==> config.mk <==
export PLATFORM = sky130hd
export DESIGN_NAME = pcie_cfg_sidecar
export DESIGN_NICKNAME = d
export VERILOG_FILES = /design/src/pcie_cfg_pkg.sv /design/src/pcie_cfg_sidecar.sv /design/src/pcie_func_responder.sv /design/src/flr_done_pulser.sv /design/src/cfg_skp_lfsr_disable.sv
export VERILOG_INCLUDE_DIRS = /design/src /design/src/src
export SDC_FILE = /design/constraint.sdc
export NUM_CORES = 1
export LEC_CHECK = 0
export BUFFER_PORTS_ARGS = -buffer_cell sky130_fd_sc_hd__buf_2
export CELL_PAD_IN_SITES_DETAIL_PLACEMENT = 1
export CELL_PAD_IN_SITES_GLOBAL_PLACEMENT = 1
export CORE_MARGIN = 3
export CORE_UTILIZATION = 24
export CTS_BUF_LIST = sky130_fd_sc_hd__clkbuf_4 sky130_fd_sc_hd__clkbuf_8 sky130_fd_sc_hd__clkbuf_16
export DETAILED_ROUTE_END_ITERATION = 10
export GPL_ROUTABILITY_DRIVEN = 0
export GPL_TIMING_DRIVEN = 1
export PLACE_DENSITY_LB_ADDON = 0.1
export SLEW_MARGIN = 20
export SYNTH_ARGS = -nofsm -noshare
export SYNTH_HDL_FRONTEND = slang
export SYNTH_HIERARCHICAL = 1
export SYNTH_SLANG_ARGS = --single-unit
==> constraint.sdc <==
create_clock -name user_clk -period 1.3 [get_ports user_clk]
set_input_delay 0.13 -clock user_clk [delete_from_list [all_inputs] [get_ports user_clk]]
set_output_delay 0.13 -clock user_clk [all_outputs]
set_load 0.05 [all_outputs]
==> src/pcie_cfg_defs.svh <==
// widths and addresses match the 7-series gen3 core with 2 PFs and 6 VFs; other cores need edits
`ifndef PCIE_CFG_DEFS_SVH
`define PCIE_CFG_DEFS_SVH

// ------------------------------
// management port widths
// ------------------------------

`define CFG_MGMT_ADDR_W 19  // dword address into the core's config space
`define CFG_DATA_W 32       // read and write data
`define CFG_BE_W 4          // one enable per data byte

// ------------------------------
// function counts
// ------------------------------

`define PF_COUNT 2  // physical functions on the core
`define VF_COUNT 6  // virtual functions across all PFs

// ------------------------------
// skp lfsr fix-up target
// ------------------------------

// The core's receiver updates its LFSR from SKP ordered sets unless
// this bit is set. Some link partners send SKPs that upset the
// scrambler, so the bit is forced on once after every reset.
`define SKP_LFSR_REG_ADDR 19'h40082  // control register holding the bit
`define SKP_LFSR_DISABLE_BIT 27      // disable lfsr update from skp

`endif
==> src/pcie_cfg_pkg.sv <==
// types sized from the defs header; edit the macros there, not the typedefs here
`include "pcie_cfg_defs.svh"

package pcie_cfg_pkg;

  // ------------------------------
  // management port fields
  // ------------------------------

  typedef logic [`CFG_MGMT_ADDR_W-1:0] cfg_addr_t;  // config space dword address
  typedef logic [`CFG_DATA_W-1:0] cfg_data_t;       // register contents
  typedef logic [`CFG_BE_W-1:0] cfg_be_t;           // byte lanes

  // ------------------------------
  // per-function masks
  // ------------------------------

  typedef logic [`PF_COUNT-1:0] pf_mask_t;  // bit n is physical function n
  typedef logic [`VF_COUNT-1:0] vf_mask_t;  // bit n is virtual function n

  // ------------------------------
  // fix-up sequencer states
  // ------------------------------

  // reading covers both the idle cycle right after reset and the
  // wait for the read to complete
  typedef enum logic [1:0] {
    fixup_reading  = 2'd0,  // read issued or about to be
    fixup_writing  = 2'd1,  // merged value going back
    fixup_finished = 2'd2   // parked until next reset
  } fixup_state_t;

endpackage

==> src/pcie_cfg_sidecar.sv <==
// user_clk domain only; connect directly to the core's cfg ports with no extra pipelining
module pcie_cfg_sidecar import pcie_cfg_pkg::*; (
  input  logic      user_clk,
  input  logic      user_reset,

  // management port
  input  cfg_data_t cfg_mgmt_read_data,
  input  logic      cfg_mgmt_read_write_done,
  output cfg_addr_t cfg_mgmt_addr,
  output cfg_data_t cfg_mgmt_write_data,
  output cfg_be_t   cfg_mgmt_byte_enable,
  output logic      cfg_mgmt_read,
  output logic      cfg_mgmt_write,

  // function level reset
  input  pf_mask_t  cfg_flr_in_process,
  input  vf_mask_t  cfg_vf_flr_in_process,
  output pf_mask_t  cfg_flr_done,
  output vf_mask_t  cfg_vf_flr_done,

  // power management
  input  logic      cfg_power_state_change_interrupt,
  output logic      cfg_power_state_change_ack
);

  // ------------------------------
  // config fix-up after reset
  // ------------------------------

  cfg_skp_lfsr_disable skp_fixup (
    .user_clk                 (user_clk),
    .user_reset               (user_reset),
    .cfg_mgmt_read_data       (cfg_mgmt_read_data),
    .cfg_mgmt_read_write_done (cfg_mgmt_read_write_done),
    .cfg_mgmt_addr            (cfg_mgmt_addr),
    .cfg_mgmt_write_data      (cfg_mgmt_write_data),
    .cfg_mgmt_byte_enable     (cfg_mgmt_byte_enable),
    .cfg_mgmt_read            (cfg_mgmt_read),
    .cfg_mgmt_write           (cfg_mgmt_write)
  );

  // ------------------------------
  // per-function responses
  // ------------------------------

  pcie_func_responder func_resp (
    .user_clk                         (user_clk),
    .user_reset                       (user_reset),
    .cfg_flr_in_process               (cfg_flr_in_process),
    .cfg_vf_flr_in_process            (cfg_vf_flr_in_process),
    .cfg_power_state_change_interrupt (cfg_power_state_change_interrupt),
    .cfg_flr_done                     (cfg_flr_done),
    .cfg_vf_flr_done                  (cfg_vf_flr_done),
    .cfg_power_state_change_ack       (cfg_power_state_change_ack)
  );

endmodule

==> src/pcie_func_responder.sv <==
// answers FLR and power-state requests immediately; no traffic is tracked before acking
module pcie_func_responder import pcie_cfg_pkg::*; (
  input  logic     user_clk,
  input  logic     user_reset,
  // from the core
  input  pf_mask_t cfg_flr_in_process,
  input  vf_mask_t cfg_vf_flr_in_process,
  input  logic     cfg_power_state_change_interrupt,
  // back to the core
  output pf_mask_t cfg_flr_done,
  output vf_mask_t cfg_vf_flr_done,
  output logic     cfg_power_state_change_ack
);

  // ------------------------------
  // function level reset
  // ------------------------------

  flr_done_pulser #(
    .mask_t (pf_mask_t)
  ) pf_flr_pulser (
    .user_clk   (user_clk),
    .user_reset (user_reset),
    .in_process (cfg_flr_in_process),
    .done       (cfg_flr_done)
  );

  flr_done_pulser #(
    .mask_t (vf_mask_t)
  ) vf_flr_pulser (
    .user_clk   (user_clk),
    .user_reset (user_reset),
    .in_process (cfg_vf_flr_in_process),
    .done       (cfg_vf_flr_done)
  );

  // ------------------------------
  // power state acknowledge
  // ------------------------------

  // With no completions ever left pending on this side, the core may
  // move to the new power state right away. The ack is simply the
  // request delayed by one register.
  always_ff @(posedge user_clk) begin
    if (user_reset) begin
      cfg_power_state_change_ack <= 1'b0;
    end else begin
      cfg_power_state_change_ack <= cfg_power_state_change_interrupt;  // follow request
    end
  end

endmodule

==> src/flr_done_pulser.sv <==
// mask_t must be a packed vector; a done bit pulses in the cycle after the edge that first samples its flag high
module flr_done_pulser import pcie_cfg_pkg::*; #(
  parameter type mask_t = pf_mask_t  // one bit per function
) (
  input  logic  user_clk,
  input  logic  user_reset,
  input  mask_t in_process,  // level from the core
  output mask_t done         // one-cycle completion
);

  // ------------------------------
  // edge detect
  // ------------------------------

  mask_t flag_q;   // latest sample
  mask_t flag_qq;  // sample before that

  always_ff @(posedge user_clk) begin
    if (user_reset) begin
      flag_q  <= '0;
      flag_qq <= '0;
    end else begin
      flag_q  <= in_process;
      flag_qq <= flag_q;
    end
  end

  // Completion is reported as soon as the FLR is seen starting. Nothing
  // on this side holds state per function, so there is nothing to drain.
  assign done = flag_q & ~flag_qq;  // new rising bits only

  // ------------------------------
  // checks
  // ------------------------------

  // each pulse must trace back to a request the core actually raised
  assert property (@(posedge user_clk) disable iff (user_reset)
    (done & ~$past(in_process)) == '0)
    else $error("flr done without matching in-process flag");

endmodule

==> src/cfg_skp_lfsr_disable.sv <==
// runs once per reset; expects exactly one done per strobe and no other master on the port
`include "pcie_cfg_defs.svh"

module cfg_skp_lfsr_disable import pcie_cfg_pkg::*; (
  input  logic      user_clk,
  input  logic      user_reset,
  // core side of the management port
  input  cfg_data_t cfg_mgmt_read_data,
  input  logic      cfg_mgmt_read_write_done,
  output cfg_addr_t cfg_mgmt_addr,
  output cfg_data_t cfg_mgmt_write_data,
  output cfg_be_t   cfg_mgmt_byte_enable,
  output logic      cfg_mgmt_read,
  output logic      cfg_mgmt_write
);

  // ------------------------------
  // constants
  // ------------------------------

  localparam cfg_addr_t fixup_addr   = `SKP_LFSR_REG_ADDR;
  localparam cfg_data_t disable_mask = cfg_data_t'(1) << `SKP_LFSR_DISABLE_BIT;

  fixup_state_t state;

  // ------------------------------
  // read-modify-write sequencer
  // ------------------------------

  // The read is raised on the first edge out of reset. The core may take
  // any number of cycles to answer; the strobe just stays up meanwhile.
  // The edge that samples done both drops the read and launches the write,
  // so the port never sees an idle cycle between the two accesses.
  always_ff @(posedge user_clk) begin
    if (user_reset) begin
      state                <= fixup_reading;
      cfg_mgmt_addr        <= '0;
      cfg_mgmt_write_data  <= '0;
      cfg_mgmt_byte_enable <= '0;
      cfg_mgmt_read        <= 1'b0;
      cfg_mgmt_write       <= 1'b0;
    end else begin
      case (state)
        fixup_reading: begin
          if (!cfg_mgmt_read) begin  // first cycle out of reset
            cfg_mgmt_addr        <= fixup_addr;
            cfg_mgmt_byte_enable <= '1;  // whole dword
            cfg_mgmt_read        <= 1'b1;
          end else if (cfg_mgmt_read_write_done) begin
            cfg_mgmt_read       <= 1'b0;
            cfg_mgmt_write      <= 1'b1;
            cfg_mgmt_write_data <= cfg_mgmt_read_data | disable_mask;  // keep other bits
            state               <= fixup_writing;
          end
        end

        fixup_writing: begin
          if (cfg_mgmt_read_write_done) begin
            cfg_mgmt_addr        <= '0;
            cfg_mgmt_write_data  <= '0;
            cfg_mgmt_byte_enable <= '0;
            cfg_mgmt_write       <= 1'b0;
            state                <= fixup_finished;
          end
        end

        fixup_finished: begin
          // stray done pulses land here and are dropped
        end

        default: begin
          state <= fixup_finished;  // unused encoding
        end
      endcase
    end
  end

  // ------------------------------
  // protocol checks
  // ------------------------------

  // only one access may be outstanding on the port
  assert property (@(posedge user_clk) disable iff (user_reset)
    !(cfg_mgmt_read && cfg_mgmt_write))
    else $error("management read and write strobes high together");

  // a strobe may only drop on the edge that sampled done
  assert property (@(posedge user_clk) disable iff (user_reset)
    (!$past(user_reset) && $fell(cfg_mgmt_read)) |-> $past(cfg_mgmt_read_write_done))
    else $error("management read dropped before done");

  assert property (@(posedge user_clk) disable iff (user_reset)
    (!$past(user_reset) && $fell(cfg_mgmt_write)) |-> $past(cfg_mgmt_read_write_done))
    else $error("management write dropped before done");

endmodule

### Yosys cells after proc, flatten, opt, wreduce, memory -nomap -nowiden

Cells that the tools add are included.
W data, S select, Z words.

| storage, ports and cells | value |
|---|---|
| register bits | 76 |
| input bits | 44 |
| output and inout bits | 66 |
| logic and storage cells | 47 |

| cells by class | value |
|---|---|
| equality and inequality tests | 6 |
| mux-type cells | 20 |
| bitwise gates (word level) | 5 |
| reduce and logical (&&, ||, !) cells | 5 |

Operators with widths:

| cell | number |
|---|---|
| $mux W32 | 3 |
| $pmux W32 S2 | 1 |
| $mux W19 | 2 |
| $pmux W19 S2 | 1 |
| $mux W4 | 2 |
| $pmux W4 S2 | 1 |
| $reduce_and A4 Y1 | 2 |
| $and A6 B6 Y6 | 1 |
| $mux W2 | 3 |
| $ne A2 B2 Y1 const B | 3 |
| $not A6 Y6 | 1 |
| $pmux W2 S3 | 1 |
| $mux W1 | 5 |
| $reduce_and A3 Y1 | 1 |
| $and A2 B2 Y2 | 1 |
| $eq A2 B1 Y1 const B | 1 |
| $eq A2 B2 Y1 const B | 1 |
| $logic_not A2 Y1 | 1 |
| $ne A2 B1 Y1 const B | 1 |
| $not A2 Y2 | 1 |
| $pmux W1 S2 | 1 |
| $reduce_bool A2 Y1 | 1 |
| $not A1 Y1 | 1 |

### Logic depth before layout (Yosys ltp)

| depth | value |
|---|---|
| depth in word-level cells | 3 |
| depth in mapped cells | 4 |
| mapped depth without buffers | 3 |

### Cells and area by module

Netlist, hierarchy kept.

By module, submodules not included:

| module | instances | cells each | area each (um2) | seq. area each (um2) |
|---|---|---|---|---|
| cfg_skp_lfsr_disable | 1 | 186 | 1998.2 | 720.7 |
| flr_done_pulser at func_resp.vf_flr_pulser | 1 | 31 | 404.1 | 240.2 |
| flr_done_pulser at func_resp.pf_flr_pulser | 1 | 10 | 117.6 | 80.1 |
| pcie_func_responder | 1 | 2 | 33.8 | 20.0 |

### Least setup slack after synthesis

No wires, ideal clock.

| timing path | value |
|---|---|
| path type | flip-flop to flip-flop |
| start | register skp_fixup.cfg_mgmt_read |
| end | register skp_fixup.cfg_mgmt_write_data[0] |
| library setup time | 0.121 ns |
| data arrival time | 1.482 ns |
| required time | 1.179 ns |
| slack | -0.304 ns |
| cell stages (with the launch flop) | 5 |
| buffers on the path | 1 |
| clock period less this slack | 1.604 ns |
| cells stage by stage | dfxtp_1 -> nor2_1 -> nor2_4 -> buf_6 -> mux2_4 |

| on the way | value |
|---|---|
| longest elaborated chain between the ends | 2 |

Ends and longest elaborated chain:

| what | line | text |
|---|---|---|
| from (decl) | cfg_skp_lfsr_disable.sv:13 | `output logic cfg_mgmt_read,` |
| from (signal assigned) | cfg_skp_lfsr_disable.sv:40 | `cfg_mgmt_read <= 1'b0;` |
| from (signal assigned) | cfg_skp_lfsr_disable.sv:48 | `cfg_mgmt_read <= 1'b1;` |
| from (signal assigned) | cfg_skp_lfsr_disable.sv:50 | `cfg_mgmt_read <= 1'b0;` |
| $ne A2 B1 Y1 (no line) | n/a |  |
| $reduce_and A4 Y1 (no line) | n/a |  |
| to (signal assigned) | cfg_skp_lfsr_disable.sv:52 | `cfg_mgmt_write_data <= cfg_mgmt_read_data \| disable_mask;` |
| to (decl) | cfg_skp_lfsr_disable.sv:11 | `output cfg_data_t cfg_mgmt_write_data,` |

Every way passes these cells.
A chain may end at the register's enable or synchronous reset.

### Worst setup path after layout

| timing path | value |
|---|---|
| start | register skp_fixup.state[1] |
| end | register skp_fixup.cfg_mgmt_write_data[15] |

| on the way | value |
|---|---|
| longest elaborated chain between the ends | 3 |
| elaborated cells on any way between the ends | 8 |
| those cells by class | eq/ne (4); mux (1); reduce/logical (3) |

Ends and longest elaborated chain:

| what | line | text |
|---|---|---|
| from (decl) | cfg_skp_lfsr_disable.sv:24 | `fixup_state_t state;` |
| from (signal assigned) | cfg_skp_lfsr_disable.sv:36 | `state <= fixup_reading;` |
| from (signal assigned) | cfg_skp_lfsr_disable.sv:53 | `state <= fixup_writing;` |
| from (signal assigned) | cfg_skp_lfsr_disable.sv:63 | `state <= fixup_finished;` |
| $eq A2 B1 Y1 / $logic_not A2 Y1 (equally long branches) | cfg_skp_lfsr_disable.sv:43 | `case (state)` |
| $ne A2 B2 Y1 (no line), or another cell as far along | n/a |  |
| $reduce_and A4 Y1 (no line) | n/a |  |

Parallel ways exist; a longest one is shown, timed or not.

==> flow_summary.json <==
{
  "place_inst": 449,
  "synth.most_common_cell": "dfxtp_1",
  "rsz0062_at_grt": "true",
  "grt_pass1_vias": 1800,
  "drt-vias-per-instance": 3.94,
  "post-route-min-period_ns": 1.28,
  "ys_seq_elements": 53,
  "p_leak_uw": 0.00157,
  "vias": 1817,
  "cp.arrival_ns": 1.48,
  "grt_pass1_wl_um": 9110,
  "fin_ws_ns": 0.0214,
  "synthDistinctLibCells": 23,
  "numCtsBuffers": 5,
  "drv_slew": 0,
  "p_total_uw": 4200,
  "final_cells": 461,
  "critical_path.slowest_cell": "dfxtp_1",
  "cts_num_sinks": 53,
  "syn-instance-count": 229,
  "clk_latency_ns": 0.30,
  "r2r_setup_slack_ns": 0.02,
  "hold_violations": 0,
  "finalNetCount": 368,
  "drive_gt1_share_pct": 51.4,
  "final_antenna_net_count": 0,
  "fmax_mhz": 782,
  "syn_area_per_cell_um2": 11.2,
  "cts_root_buffer": "clkbuf_8",
  "crit_required_ns": 1.51,
  "fillers": 1186,
  "clock_path_buffers": 2,
  "first_iter_violations": 50,
  "antenna_cells": 0,
  "rr_endpoint": "skp_fixup/cfg_mgmt_write_data[15]",
  "cp-start-kind": "flip-flop",
  "cts_hold_buf": 0,
  "area_growth_pct": 30.1,
  "antenna_found_initial": 0,
  "final_util_pct": 32.2,
  "cp_top_family": "flip-flops",
  "whs_path_depth": 2,
  "wl_um": 5990,
  "post-synth-top-area-fraction_pct": 41.5,
  "io_pins": 110,
  "skew_ns": 0.00463,
  "fp.dieArea_um2": 11900,
  "hold_class": "input port to flip-flop",
  "synth-main-ff-cell": "dfxtp_1",
  "path_clk_slew_ns": 0.10,
  "synthTopCellsByCount": "dfxtp_1 (53), nor2b_1 (44), nor3b_1 (31)",
  "dp.final_hpwl_um": 4270,
  "whs_ns": 0.0282,
  "gr-total-overflow": 0,
  "crit-reg2reg-launch": "skp_fixup/state[1]",
  "chipHeight_um": 109,
  "multi_input_area_um2": 1290,
  "yosysSeqAreaShare_pct": 41.5,
  "slowest_delay_ns": 0.32,
  "final-setup-viol-count": 0,
  "synth.cell_area_um2": 2550,
  "wl_per_cell_um": 13.0,
  "critPathKind": "flip-flop to flip-flop",
  "status": "complete, no violations",
  "period_share_pct": 98.4,
  "yosys.area.top_type": "dfxtp_1",
  "min_from": "cfg_vf_flr_in_process[2]",
  "start_util_pct": 24.7,
  "ys_async_sr_fraction_pct": 0,
  "synth_warnings": 6,
  "grtUsageTotal_pct": 9.90,
  "port_buffers": 92,
  "pre_cts_ws_ns": 0.00290,
  "first_pass_iters": 4,
  "synth_area_leaders": "dfxtp_1 (42%), mux2_4 (18%), nor2b_1 (11%)",
  "seq_area_um2": 1060,
  "core_area_um2": 10300,
  "htree_levels": 2,
  "grt_max_degree": 37,
  "drc": 0,
  "crit_chain": "nand2b_4, nor2_4, buf_4, clkbuf_16, mux2_4",
  "cap_violations": 0,
  "cp_max_fo": 6,
  "min_to": "func_resp/vf_flr_pulser/flag_q[2]",
  "synth_edf_count": 0,
  "rr_worst_depth": 5,
  "die_w_um": 109,
  "path_buf_inv": 2,
  "cts_tree": "done",
  "crit_path_end_kind": "flip-flop",
  "power.density_nw_per_um2": 1270,
  "rows": 37,
  "ir_drop_uv": 499
}
==> sequential cells by signal, indices dropped and copies added (netlist names) <==
register and cells:
skp_fixup/cfg_mgmt_byte_enable 1, func_resp/vf_flr_pulser/flag_qq 6, func_resp/pf_flr_pulser/flag_q 2, skp_fixup/cfg_mgmt_read 1, func_resp/cfg_power_state_change_ack 1, func_resp/pf_flr_pulser/flag_qq 2, skp_fixup/cfg_mgmt_write_data 32, skp_fixup/state 2
func_resp/vf_flr_pulser/flag_q 6
==> cells in the final DEF (no fill, tap or decap), drive strengths merged <==
cell,synthesis,routed
a211oi,1,1
a21oi,3,3
and2b,3,3
buf,31,108
bufinv,0,1
clkbuf,6,8
conb,1,16
dfxtp,53,53
inv,0,1
mux2,31,31
mux2i,2,2
nand2,2,2
nand2b,1,1
nor2,6,6
nor2b,56,56
nor3,1,1
nor3b,31,31
o21bai,1,1
==> cell type report <==
type | count | share of cell area [%]
clock buffer | 6 | 2.48
timing repair buffer | 110 | 20.5
clock inverter | 2 | 1.09
sequential | 53 | 32.0
multi-input combinational | 154 | 38.8
tap | 136 | 5.12
==> stage by stage <==
step	setup TNS (ns)	area [µm²]
3_3_place_gp	0	3150
3_5_place_dp	0	3150
6_report	0	3320
4_1_cts	0	3270
2_1_floorplan	0	2610
5_1_grt	-0.0351	3320
==> what timing repair did <==
item	in CTS	in global routing
gates resized for setup	0	2
cloned	0	1
pin swaps	1	1
setup endpoints to repair	26	36
setup buffers	0	3
==> where the power goes <==
| group | leakage, µW | switching, µW | total (µW) | internal (µW) |
|---|---|---|---|---|
| sequential | 0.000435 | 49.6 | 1780 | 1730 |
| combinational | 0.00107 | 789 | 1220 | 435 |
| clock | 0.0000617 | 573 | 1200 | 629 |
==> how the worst max path moves through the flow <==
| stage | startpoint | endpoint | slack, ns | cells after the start |
|---|---|---|---|---|
| 2_1_floorplan | skp_fixup/cfg_mgmt_read | skp_fixup/cfg_mgmt_write_data[0] | 0.02 | 4 |
| 3_3_place_gp | skp_fixup/state[1] | skp_fixup/cfg_mgmt_write_data[15] | 0.01 | 4 |
| 3_5_place_dp | skp_fixup/state[1] | skp_fixup/cfg_mgmt_write_data[14] | 0.003 | 4 |
| 4_1_cts | skp_fixup/state[0] | skp_fixup/cfg_mgmt_write_data[19] | 0.0004 | 4 |
| 5_1_grt | skp_fixup/state[1] | skp_fixup/cfg_mgmt_write_data[1] | -0.006 | 5 |
| 6_report | skp_fixup/state[1] | skp_fixup/cfg_mgmt_write_data[15] | 0.02 | 5 |
==> routing by layer <==
metal | GRT usage (%) | vias to the layer above | wire (µm)
li1 | - | 897 | -
met1 | 12.4 | 847 | 2690
met2 | 15.8 | 65 | 2760
met3 | 3.02 | 8 | 428
met4 | 3.97 | 0 | 116
met5 | 0 | - | 0
==> kinds of logic after synthesis <==
logic type,count (synthesis),share of synthesized area (%)
AOI/OAI and AO/OA,5,1.18
DFF,53,41.5
muxes,33,18.9
other,1,0.147
buffers and inverters,37,10.3
and+or+nand+nor,100,28.0
Power figures use the tool's default switching activity.
